[config.mk]
export PLATFORM = sky130hd
export DESIGN_NAME = axi_arbiter_flat
export DESIGN_NICKNAME = d
export VERILOG_FILES = /design/src/axi_pkg.sv /design/src/axi_if.sv /design/src/axi_arbiter.sv /design/src/flat_wrapper.sv
export SDC_FILE = /design/constraint.sdc
export NUM_CORES = 1
export LEC_CHECK = 0
export BUFFER_PORTS_ARGS = -buffer_cell sky130_fd_sc_hd__buf_2
export CORE_AREA = 2 2 187 189
export DETAILED_ROUTE_END_ITERATION = 16
export DIE_AREA = 0 0 189 191
export PLACE_DENSITY_LB_ADDON = 0.25
export SLEW_MARGIN = 40
export SYNTH_ARGS = -nofsm -noshare
export SYNTH_HDL_FRONTEND = slang
export SYNTH_SLANG_ARGS = --single-unit
[constraint.sdc]
create_clock -name clk -period 3.6 [get_ports clk]
set_input_delay 0.54 -clock clk [delete_from_list [all_inputs] [get_ports clk]]
set_output_delay 0.54 -clock clk [all_outputs]
set_load 0.05 [all_outputs]
[src/axi_pkg.sv]
package axi_pkg;

    localparam int ADDR_W = 32;
    localparam int DATA_W = 32;
    localparam int STRB_W = DATA_W / 8;
    localparam int ID_W   = 4;

    typedef logic [ADDR_W-1:0] addr_t;  // byte address
    typedef logic [DATA_W-1:0] data_t;
    typedef logic [STRB_W-1:0] strb_t;  // one bit per byte lane
    typedef logic [ID_W-1:0]   id_t;
    typedef logic [1:0]        resp_t;

    // subset of the AXI response codes
    localparam resp_t RESP_OKAY   = 2'b00;
    localparam resp_t RESP_DECERR = 2'b11;

endpackage

[src/axi_if.sv]
`timescale 1ns/1ns

interface axi_if;

    // write address
    logic           awvalid;
    logic           awready;
    axi_pkg::addr_t awaddr;
    axi_pkg::id_t   awid;

    // write data, single beat
    logic           wvalid;
    logic           wready;
    axi_pkg::data_t wdata;
    axi_pkg::strb_t wstrb;

    // write response
    logic           bvalid;
    logic           bready;
    axi_pkg::resp_t bresp;
    axi_pkg::id_t   bid;

    // read address
    logic           arvalid;
    logic           arready;
    axi_pkg::addr_t araddr;
    axi_pkg::id_t   arid;

    // read data, always last
    logic           rvalid;
    logic           rready;
    axi_pkg::data_t rdata;
    axi_pkg::resp_t rresp;
    axi_pkg::id_t   rid;

    modport master (
        output awvalid, awaddr, awid, wvalid, wdata, wstrb, bready,
        output arvalid, araddr, arid, rready,
        input  awready, wready, bvalid, bresp, bid, arready, rvalid, rdata, rresp, rid
    );

    modport slave (
        input  awvalid, awaddr, awid, wvalid, wdata, wstrb, bready,
        input  arvalid, araddr, arid, rready,
        output awready, wready, bvalid, bresp, bid, arready, rvalid, rdata, rresp, rid
    );

endinterface

[src/axi_arbiter.sv]
`timescale 1ns/1ns

module axi_arbiter (
    input  logic  clk,
    input  logic  rst,
    axi_if.slave  m0,
    axi_if.slave  m1,
    axi_if.master s
);

    logic [1:0] grant;     // one-hot, zero when idle
    logic       last_sel;  // 1 = m1 won last time
    logic       m0_req;
    logic       m1_req;
    logic       winner;
    logic       sel;
    logic       rsp_done;

    assign m0_req = m0.arvalid || m0.awvalid;
    assign m1_req = m1.arvalid || m1.awvalid;

    // round robin on a tie
    always_comb begin
        if (m0_req && m1_req) begin
            winner = !last_sel;
        end else begin
            winner = m1_req;
        end
    end

    assign sel      = grant[1];
    assign rsp_done = (s.rvalid && s.rready) || (s.bvalid && s.bready);

    always_ff @(posedge clk or posedge rst) begin
        if (rst) begin
            grant    <= 2'b00;
            last_sel <= 1'b1;  // m0 takes the first tie
        end else if (grant == 2'b00) begin
            if (m0_req || m1_req) begin
                grant    <= winner ? 2'b10 : 2'b01;
                last_sel <= winner;
            end
        end else if (rsp_done) begin
            grant <= 2'b00;
        end
    end

    // request channels to the slave
    assign s.awvalid = (grant[0] && m0.awvalid) || (grant[1] && m1.awvalid);
    assign s.awaddr  = sel ? m1.awaddr : m0.awaddr;
    assign s.awid    = sel ? m1.awid : m0.awid;
    assign s.wvalid  = (grant[0] && m0.wvalid) || (grant[1] && m1.wvalid);
    assign s.wdata   = sel ? m1.wdata : m0.wdata;
    assign s.wstrb   = sel ? m1.wstrb : m0.wstrb;
    assign s.arvalid = (grant[0] && m0.arvalid) || (grant[1] && m1.arvalid);
    assign s.araddr  = sel ? m1.araddr : m0.araddr;
    assign s.arid    = sel ? m1.arid : m0.arid;
    assign s.bready  = (grant[0] && m0.bready) || (grant[1] && m1.bready);
    assign s.rready  = (grant[0] && m0.rready) || (grant[1] && m1.rready);

    // m0 side, ready and valid only while granted
    assign m0.awready = grant[0] && s.awready;
    assign m0.wready  = grant[0] && s.wready;
    assign m0.arready = grant[0] && s.arready;
    assign m0.bvalid  = grant[0] && s.bvalid;
    assign m0.bresp   = s.bresp;
    assign m0.bid     = s.bid;
    assign m0.rvalid  = grant[0] && s.rvalid;
    assign m0.rdata   = s.rdata;
    assign m0.rresp   = s.rresp;
    assign m0.rid     = s.rid;

    // m1 side
    assign m1.awready = grant[1] && s.awready;
    assign m1.wready  = grant[1] && s.wready;
    assign m1.arready = grant[1] && s.arready;
    assign m1.bvalid  = grant[1] && s.bvalid;
    assign m1.bresp   = s.bresp;
    assign m1.bid     = s.bid;
    assign m1.rvalid  = grant[1] && s.rvalid;
    assign m1.rdata   = s.rdata;
    assign m1.rresp   = s.rresp;
    assign m1.rid     = s.rid;

endmodule

[src/flat_wrapper.sv]
// flat-port wrapper written by rule: the top's interface ports become plain ports
module axi_arbiter_flat 
  (clk, rst, m0_awvalid, m0_awaddr, m0_awid, m0_wvalid, m0_wdata, m0_wstrb, m0_bready, m0_arvalid, m0_araddr, m0_arid, m0_rready, m0_awready, m0_wready, m0_bvalid, m0_bresp, m0_bid, m0_arready, m0_rvalid, m0_rdata, m0_rresp, m0_rid, m1_awvalid, m1_awaddr, m1_awid, m1_wvalid, m1_wdata, m1_wstrb, m1_bready, m1_arvalid, m1_araddr, m1_arid, m1_rready, m1_awready, m1_wready, m1_bvalid, m1_bresp, m1_bid, m1_arready, m1_rvalid, m1_rdata, m1_rresp, m1_rid, s_awvalid, s_awaddr, s_awid, s_wvalid, s_wdata, s_wstrb, s_bready, s_arvalid, s_araddr, s_arid, s_rready, s_awready, s_wready, s_bvalid, s_bresp, s_bid, s_arready, s_rvalid, s_rdata, s_rresp, s_rid);
  axi_if m0_i ();
  axi_if m1_i ();
  axi_if s_i ();
  input  logic clk;
  input  logic rst;
  input wire logic [$bits(m0_i.awvalid)-1:0] m0_awvalid;
  input wire logic [$bits(m0_i.awaddr)-1:0] m0_awaddr;
  input wire logic [$bits(m0_i.awid)-1:0] m0_awid;
  input wire logic [$bits(m0_i.wvalid)-1:0] m0_wvalid;
  input wire logic [$bits(m0_i.wdata)-1:0] m0_wdata;
  input wire logic [$bits(m0_i.wstrb)-1:0] m0_wstrb;
  input wire logic [$bits(m0_i.bready)-1:0] m0_bready;
  input wire logic [$bits(m0_i.arvalid)-1:0] m0_arvalid;
  input wire logic [$bits(m0_i.araddr)-1:0] m0_araddr;
  input wire logic [$bits(m0_i.arid)-1:0] m0_arid;
  input wire logic [$bits(m0_i.rready)-1:0] m0_rready;
  output wire logic [$bits(m0_i.awready)-1:0] m0_awready;
  output wire logic [$bits(m0_i.wready)-1:0] m0_wready;
  output wire logic [$bits(m0_i.bvalid)-1:0] m0_bvalid;
  output wire logic [$bits(m0_i.bresp)-1:0] m0_bresp;
  output wire logic [$bits(m0_i.bid)-1:0] m0_bid;
  output wire logic [$bits(m0_i.arready)-1:0] m0_arready;
  output wire logic [$bits(m0_i.rvalid)-1:0] m0_rvalid;
  output wire logic [$bits(m0_i.rdata)-1:0] m0_rdata;
  output wire logic [$bits(m0_i.rresp)-1:0] m0_rresp;
  output wire logic [$bits(m0_i.rid)-1:0] m0_rid;
  input wire logic [$bits(m1_i.awvalid)-1:0] m1_awvalid;
  input wire logic [$bits(m1_i.awaddr)-1:0] m1_awaddr;
  input wire logic [$bits(m1_i.awid)-1:0] m1_awid;
  input wire logic [$bits(m1_i.wvalid)-1:0] m1_wvalid;
  input wire logic [$bits(m1_i.wdata)-1:0] m1_wdata;
  input wire logic [$bits(m1_i.wstrb)-1:0] m1_wstrb;
  input wire logic [$bits(m1_i.bready)-1:0] m1_bready;
  input wire logic [$bits(m1_i.arvalid)-1:0] m1_arvalid;
  input wire logic [$bits(m1_i.araddr)-1:0] m1_araddr;
  input wire logic [$bits(m1_i.arid)-1:0] m1_arid;
  input wire logic [$bits(m1_i.rready)-1:0] m1_rready;
  output wire logic [$bits(m1_i.awready)-1:0] m1_awready;
  output wire logic [$bits(m1_i.wready)-1:0] m1_wready;
  output wire logic [$bits(m1_i.bvalid)-1:0] m1_bvalid;
  output wire logic [$bits(m1_i.bresp)-1:0] m1_bresp;
  output wire logic [$bits(m1_i.bid)-1:0] m1_bid;
  output wire logic [$bits(m1_i.arready)-1:0] m1_arready;
  output wire logic [$bits(m1_i.rvalid)-1:0] m1_rvalid;
  output wire logic [$bits(m1_i.rdata)-1:0] m1_rdata;
  output wire logic [$bits(m1_i.rresp)-1:0] m1_rresp;
  output wire logic [$bits(m1_i.rid)-1:0] m1_rid;
  output wire logic [$bits(s_i.awvalid)-1:0] s_awvalid;
  output wire logic [$bits(s_i.awaddr)-1:0] s_awaddr;
  output wire logic [$bits(s_i.awid)-1:0] s_awid;
  output wire logic [$bits(s_i.wvalid)-1:0] s_wvalid;
  output wire logic [$bits(s_i.wdata)-1:0] s_wdata;
  output wire logic [$bits(s_i.wstrb)-1:0] s_wstrb;
  output wire logic [$bits(s_i.bready)-1:0] s_bready;
  output wire logic [$bits(s_i.arvalid)-1:0] s_arvalid;
  output wire logic [$bits(s_i.araddr)-1:0] s_araddr;
  output wire logic [$bits(s_i.arid)-1:0] s_arid;
  output wire logic [$bits(s_i.rready)-1:0] s_rready;
  input wire logic [$bits(s_i.awready)-1:0] s_awready;
  input wire logic [$bits(s_i.wready)-1:0] s_wready;
  input wire logic [$bits(s_i.bvalid)-1:0] s_bvalid;
  input wire logic [$bits(s_i.bresp)-1:0] s_bresp;
  input wire logic [$bits(s_i.bid)-1:0] s_bid;
  input wire logic [$bits(s_i.arready)-1:0] s_arready;
  input wire logic [$bits(s_i.rvalid)-1:0] s_rvalid;
  input wire logic [$bits(s_i.rdata)-1:0] s_rdata;
  input wire logic [$bits(s_i.rresp)-1:0] s_rresp;
  input wire logic [$bits(s_i.rid)-1:0] s_rid;
  assign m0_i.awvalid = m0_awvalid;
  assign m0_i.awaddr = m0_awaddr;
  assign m0_i.awid = m0_awid;
  assign m0_i.wvalid = m0_wvalid;
  assign m0_i.wdata = m0_wdata;
  assign m0_i.wstrb = m0_wstrb;
  assign m0_i.bready = m0_bready;
  assign m0_i.arvalid = m0_arvalid;
  assign m0_i.araddr = m0_araddr;
  assign m0_i.arid = m0_arid;
  assign m0_i.rready = m0_rready;
  assign m0_awready = m0_i.awready;
  assign m0_wready = m0_i.wready;
  assign m0_bvalid = m0_i.bvalid;
  assign m0_bresp = m0_i.bresp;
  assign m0_bid = m0_i.bid;
  assign m0_arready = m0_i.arready;
  assign m0_rvalid = m0_i.rvalid;
  assign m0_rdata = m0_i.rdata;
  assign m0_rresp = m0_i.rresp;
  assign m0_rid = m0_i.rid;
  assign m1_i.awvalid = m1_awvalid;
  assign m1_i.awaddr = m1_awaddr;
  assign m1_i.awid = m1_awid;
  assign m1_i.wvalid = m1_wvalid;
  assign m1_i.wdata = m1_wdata;
  assign m1_i.wstrb = m1_wstrb;
  assign m1_i.bready = m1_bready;
  assign m1_i.arvalid = m1_arvalid;
  assign m1_i.araddr = m1_araddr;
  assign m1_i.arid = m1_arid;
  assign m1_i.rready = m1_rready;
  assign m1_awready = m1_i.awready;
  assign m1_wready = m1_i.wready;
  assign m1_bvalid = m1_i.bvalid;
  assign m1_bresp = m1_i.bresp;
  assign m1_bid = m1_i.bid;
  assign m1_arready = m1_i.arready;
  assign m1_rvalid = m1_i.rvalid;
  assign m1_rdata = m1_i.rdata;
  assign m1_rresp = m1_i.rresp;
  assign m1_rid = m1_i.rid;
  assign s_awvalid = s_i.awvalid;
  assign s_awaddr = s_i.awaddr;
  assign s_awid = s_i.awid;
  assign s_wvalid = s_i.wvalid;
  assign s_wdata = s_i.wdata;
  assign s_wstrb = s_i.wstrb;
  assign s_bready = s_i.bready;
  assign s_arvalid = s_i.arvalid;
  assign s_araddr = s_i.araddr;
  assign s_arid = s_i.arid;
  assign s_rready = s_i.rready;
  assign s_i.awready = s_awready;
  assign s_i.wready = s_wready;
  assign s_i.bvalid = s_bvalid;
  assign s_i.bresp = s_bresp;
  assign s_i.bid = s_bid;
  assign s_i.arready = s_arready;
  assign s_i.rvalid = s_rvalid;
  assign s_i.rdata = s_rdata;
  assign s_i.rresp = s_rresp;
  assign s_i.rid = s_rid;
  axi_arbiter u_core (.clk(clk), .rst(rst), .m0(m0_i), .m1(m1_i), .s(s_i));
endmodule
# After elaboration in Yosys (flattened, before gate mapping)
# Index checks and enable logic that the tools add are counted.
# totals
regBits,3
in_bits,277
out_inout_bits,211
wordCells,51
# classes
n_eq_ne,1
mux,11
n_reduce_logical,37
# ops
cell,count
$mux 32,3
$logic_and 1x1->1,23
$mux 4,3
$logic_or 1x1->1,9
$mux 2,4
$reduce_and 2->1,2
$logic_not 2->1,1
$ne 2x2->1 const B,1
$reduce_bool 2->1,1
$logic_not 1->1,1
$mux 1,1

# Depth between registers and ports, before layout
# logic_depth
depth_word,6
mapped_depth,4
ltp_nobuf,3

# Worst setup path before layout
# No wires, ideal clock.
# synth_timing
path_kind,reg2out
start,register u_core.grant[1]
end,output port s_awaddr[0]
t_arrival_ns,1.203
required_time_ns,3.060
setup_slack_ns,1.857
stages_incl_launch_ff,4
path_buffers,2
cell_sequence,dfrtp_1 buf_2 buf_4 mux2_2
# synth_via
elab_chain_cells,1
# synth_lines
element,line_no,rtl
start: declaration,axi_arbiter.sv:11,logic [1:0] grant;
start signal: assignment,axi_arbiter.sv:40,grant <= winner ? 2'b10 : 2'b01;
$mux 32,axi_arbiter.sv:50,assign s.awaddr = sel ? m1.awaddr : m0.awaddr;
end: declaration,flat_wrapper.sv:52,output wire logic [$bits(s_i.awaddr)-1:0] s_awaddr;
# No other way between the ends.

# Worst setup path after layout
# layout_timing
start,register u_core.grant[1]
end,output port s_awaddr[1]
# The elaborated chain is that of the path after synthesis.

==> impl_results.md <==
- Status: completed
- Initial antenna violation count: 1
- FP Rows: 68
- Syn Area/Cell: 9.34 µm²
- Max IR drop VDD: 0.364 mV
- Die Height: 191 µm
- Unrepaired setup endpoints after global routing: false
- ANT cells: 0
- CP startpoint kind: flip-flop
- Yosys warns: 0
- Cells after Synth: 241
- Post-route cell area: 3990 µm²
- Min-delay worst type: in -> async
- Critical path data required time: 3.06 ns
- CTS max path bufs: 2
- DR vias: 2724
- Gr usage total: 0.0568
- Cts repair resizes: 0
- Sequential power share: 0.061
- Switching Power: 2.21 mW
- Leakage: 2.02 nW
- Met1 Track Usage GR: 0.0621
- Met3 usage: 0.0176
- Synth cell types: 22
- Setup WS post-layout: 0.991 ns
- Final period util: 0.725
- First-pass GRT wire length: 15300 µm
- Vias per cell: 2.84
- Vias in the first global route: 2651
- Post CTS Setup Buffer Count: 0
- Drt drc: 0
- Commonest non-fill, non-tap cell in the layout: buf_2
- Max-cap viol count: 0
- DRT antenna net count: 0
- Post-synth top area share: 0.540
- Buffers plus inverters on the worst setup path: 2
- Port buffer count: 355
- Pwr/cell area: 838 nW/µm²
- CTS tree: done
- Proportion of layout cells with a drive suffix above 1: 0.952
- Rel. slew slack: 0.506
- Max frequency: 383 MHz
- Die area: 36100 µm²
- Synthesized flop and latch total: 3
- I/O pin count: 488
- Comb pwr share: 0.886
- Tmin final: 2.61 ns
- Worst reg2reg startpoint: u_core.grant[1]
- WL per Instance: 12.3 µm
- Pint: 1.14 mW
- Met2 Use GR: 0.104
- Nets: 782
- Most Used Layer, Global Route: met2
- Clock Tree Root: clkbuf_16
- Max FO, Critical Path: 55
- Worst reg2reg path depth: 3
- Drt initial violations: 45
- Area contributors post-synth: mux2_2 (54%), buf_4 (30%), and2_1 (2.8%)
- Clk pwr share: 0.053
- R2r setup slk: 1.74 ns
- Synthesized Nets: 518
- Final Skew: 0.000784 ns
- DP HPWL: 10800 µm
- CTS Buf Count: 3
- Routed WL: 11800 µm
- Clock sink count: 3
- Final TNS setup: 0 ns
- H-tree levels: 1
- Die Width: 189 µm
- Initial Util: 0.0660
- Final Max Tran Viols: 0
- Largest net degree at the start of global routing: 56
- Sw frac: 0.660
- Routability congestion estimate: 0.761
- Setup violators final: 0
- Hold-fix buffers, CTS: 0
- Arr. time, crit path: 2.07 ns
- Cell taking the most area after synthesis: mux2_2
- Post-DP Area: 3910 µm²
- Hold Fails Final Rpt: 0
- Critical Path Source: u_core.grant[1]
- Area Overhead vs Synth: 77.3%
- GR Overflow Total: 0
- DP Worst Slack: 1.20 ns
- Cell breakdown of the critical path: buf_4 -> mux2_2 -> buf_2
- CP delay by family, top: flip-flops
- Worst setup path class: reg -> out
- Critical Path Max Stage Delay: 0.88 ns
- DR pass1 iterations: 4
- Core ar.: 34100 µm²
- Crit Reg-Reg Endpoint: u_core.grant[1]
- Worst-Margin Slew: 0.742 ns
- Clk Latency, worst-skew pair: 0.22 ns
- Clock-pin slew on the worst setup and hold paths: 0.03 ns
- Nature of the critical path endpoint: output port
- Post-synthesis instance area: 2250 µm²
- Commonest non-fill, non-tap cells in the layout: buf_2 (355), mux2_2 (108), and2_1 (10), buf_4 (5)
- Slowest-stage cell, CP: dfrtp_4
- Seq/Total Area, Yosys: 0.0339
-- metal layers --
metal	share of wire	wire [µm]
met5	0.0010	12
met4	0.018	217
met3	0.11	1270
met2	0.51	6010
met1	0.36	4310
-- how the worst max path moves through the flow --
stage / endpoint / slack (ns) / depth (start not counted)
after global placement: s_awaddr[11] / 1.22 / 3
after floorplan: s_awaddr[0] / 1.86 / 3
after global routing: s_awid[0] / 0.87 / 3
after CTS: s_awaddr[6] / 0.97 / 3
after detailed placement: s_awaddr[6] / 1.20 / 3
final: s_awaddr[1] / 0.99 / 3
-- logic make-up after synthesis --
| kind of cell | Yosys count | share of synthesized area |
|---|---|---|
| flip-flops | 3 | 0.0339 |
| multiplexers | 108 | 0.540 |
| AND/OR/NAND/NOR | 15 | 0.0439 |
| buffers and inverters | 103 | 0.334 |
| AO/OA/AOI/OAI | 12 | 0.0484 |
-- synthesized netlist by cell type (all sizes together) --
master	number
mux2	108
inv	1
nand2b	1
nand2	1
a21o	1
or2	2
a22o	5
dfrtp	2
a22oi	1
or4	1
buf	100
o21ai	1
o2bb2ai	2
a2bb2o	1
dfstp	1
a221oi	1
and2	10
clkbuf	2
-- state kept, by name (all words and copies together), names as in the netlist --
signal and count:
u_core.grant 2, u_core.last_sel 1
-- power by group through the flow --
| stage | sequential (mW) | clock (mW) | combinational [mW] |
|---|---|---|---|
| 2_1_floorplan | 0.0643 | 0 | 2.71 |
| 3_3_place_gp | 0.215 | 0 | 3.00 |
| 3_5_place_dp | 0.215 | 0 | 2.99 |
| 4_1_cts | 0.214 | 0.178 | 3.00 |
| 5_1_grt | 0.229 | 0.185 | 3.08 |
| 6_report | 0.205 | 0.176 | 2.96 |
-- through the flow --
step | instances | power (mW) | util | hold WS (ns)
3_5_place_dp | 955 | 3.20 | 0.115 | 0.430
6_report | 959 | 3.35 | 0.117 | 0.190
3_3_place_gp | 955 | 3.21 | 0.115 | 0.434
2_1_floorplan | 241 | 2.78 | - | 0.293
5_1_grt | 959 | 3.49 | 0.117 | 0.200
4_1_cts | 959 | 3.39 | 0.117 | 0.198
-- layout make-up --
class	count	area [µm²]
flip-flops and latches	3	80.1
multi-input cells	135	1420
inverters	1	3.75
clock buffers	4	78.8
fillers	3973	30100
well taps	455	569
repair buffers	361	1830
No activity file was read; power rests on OpenSTA's default activity.
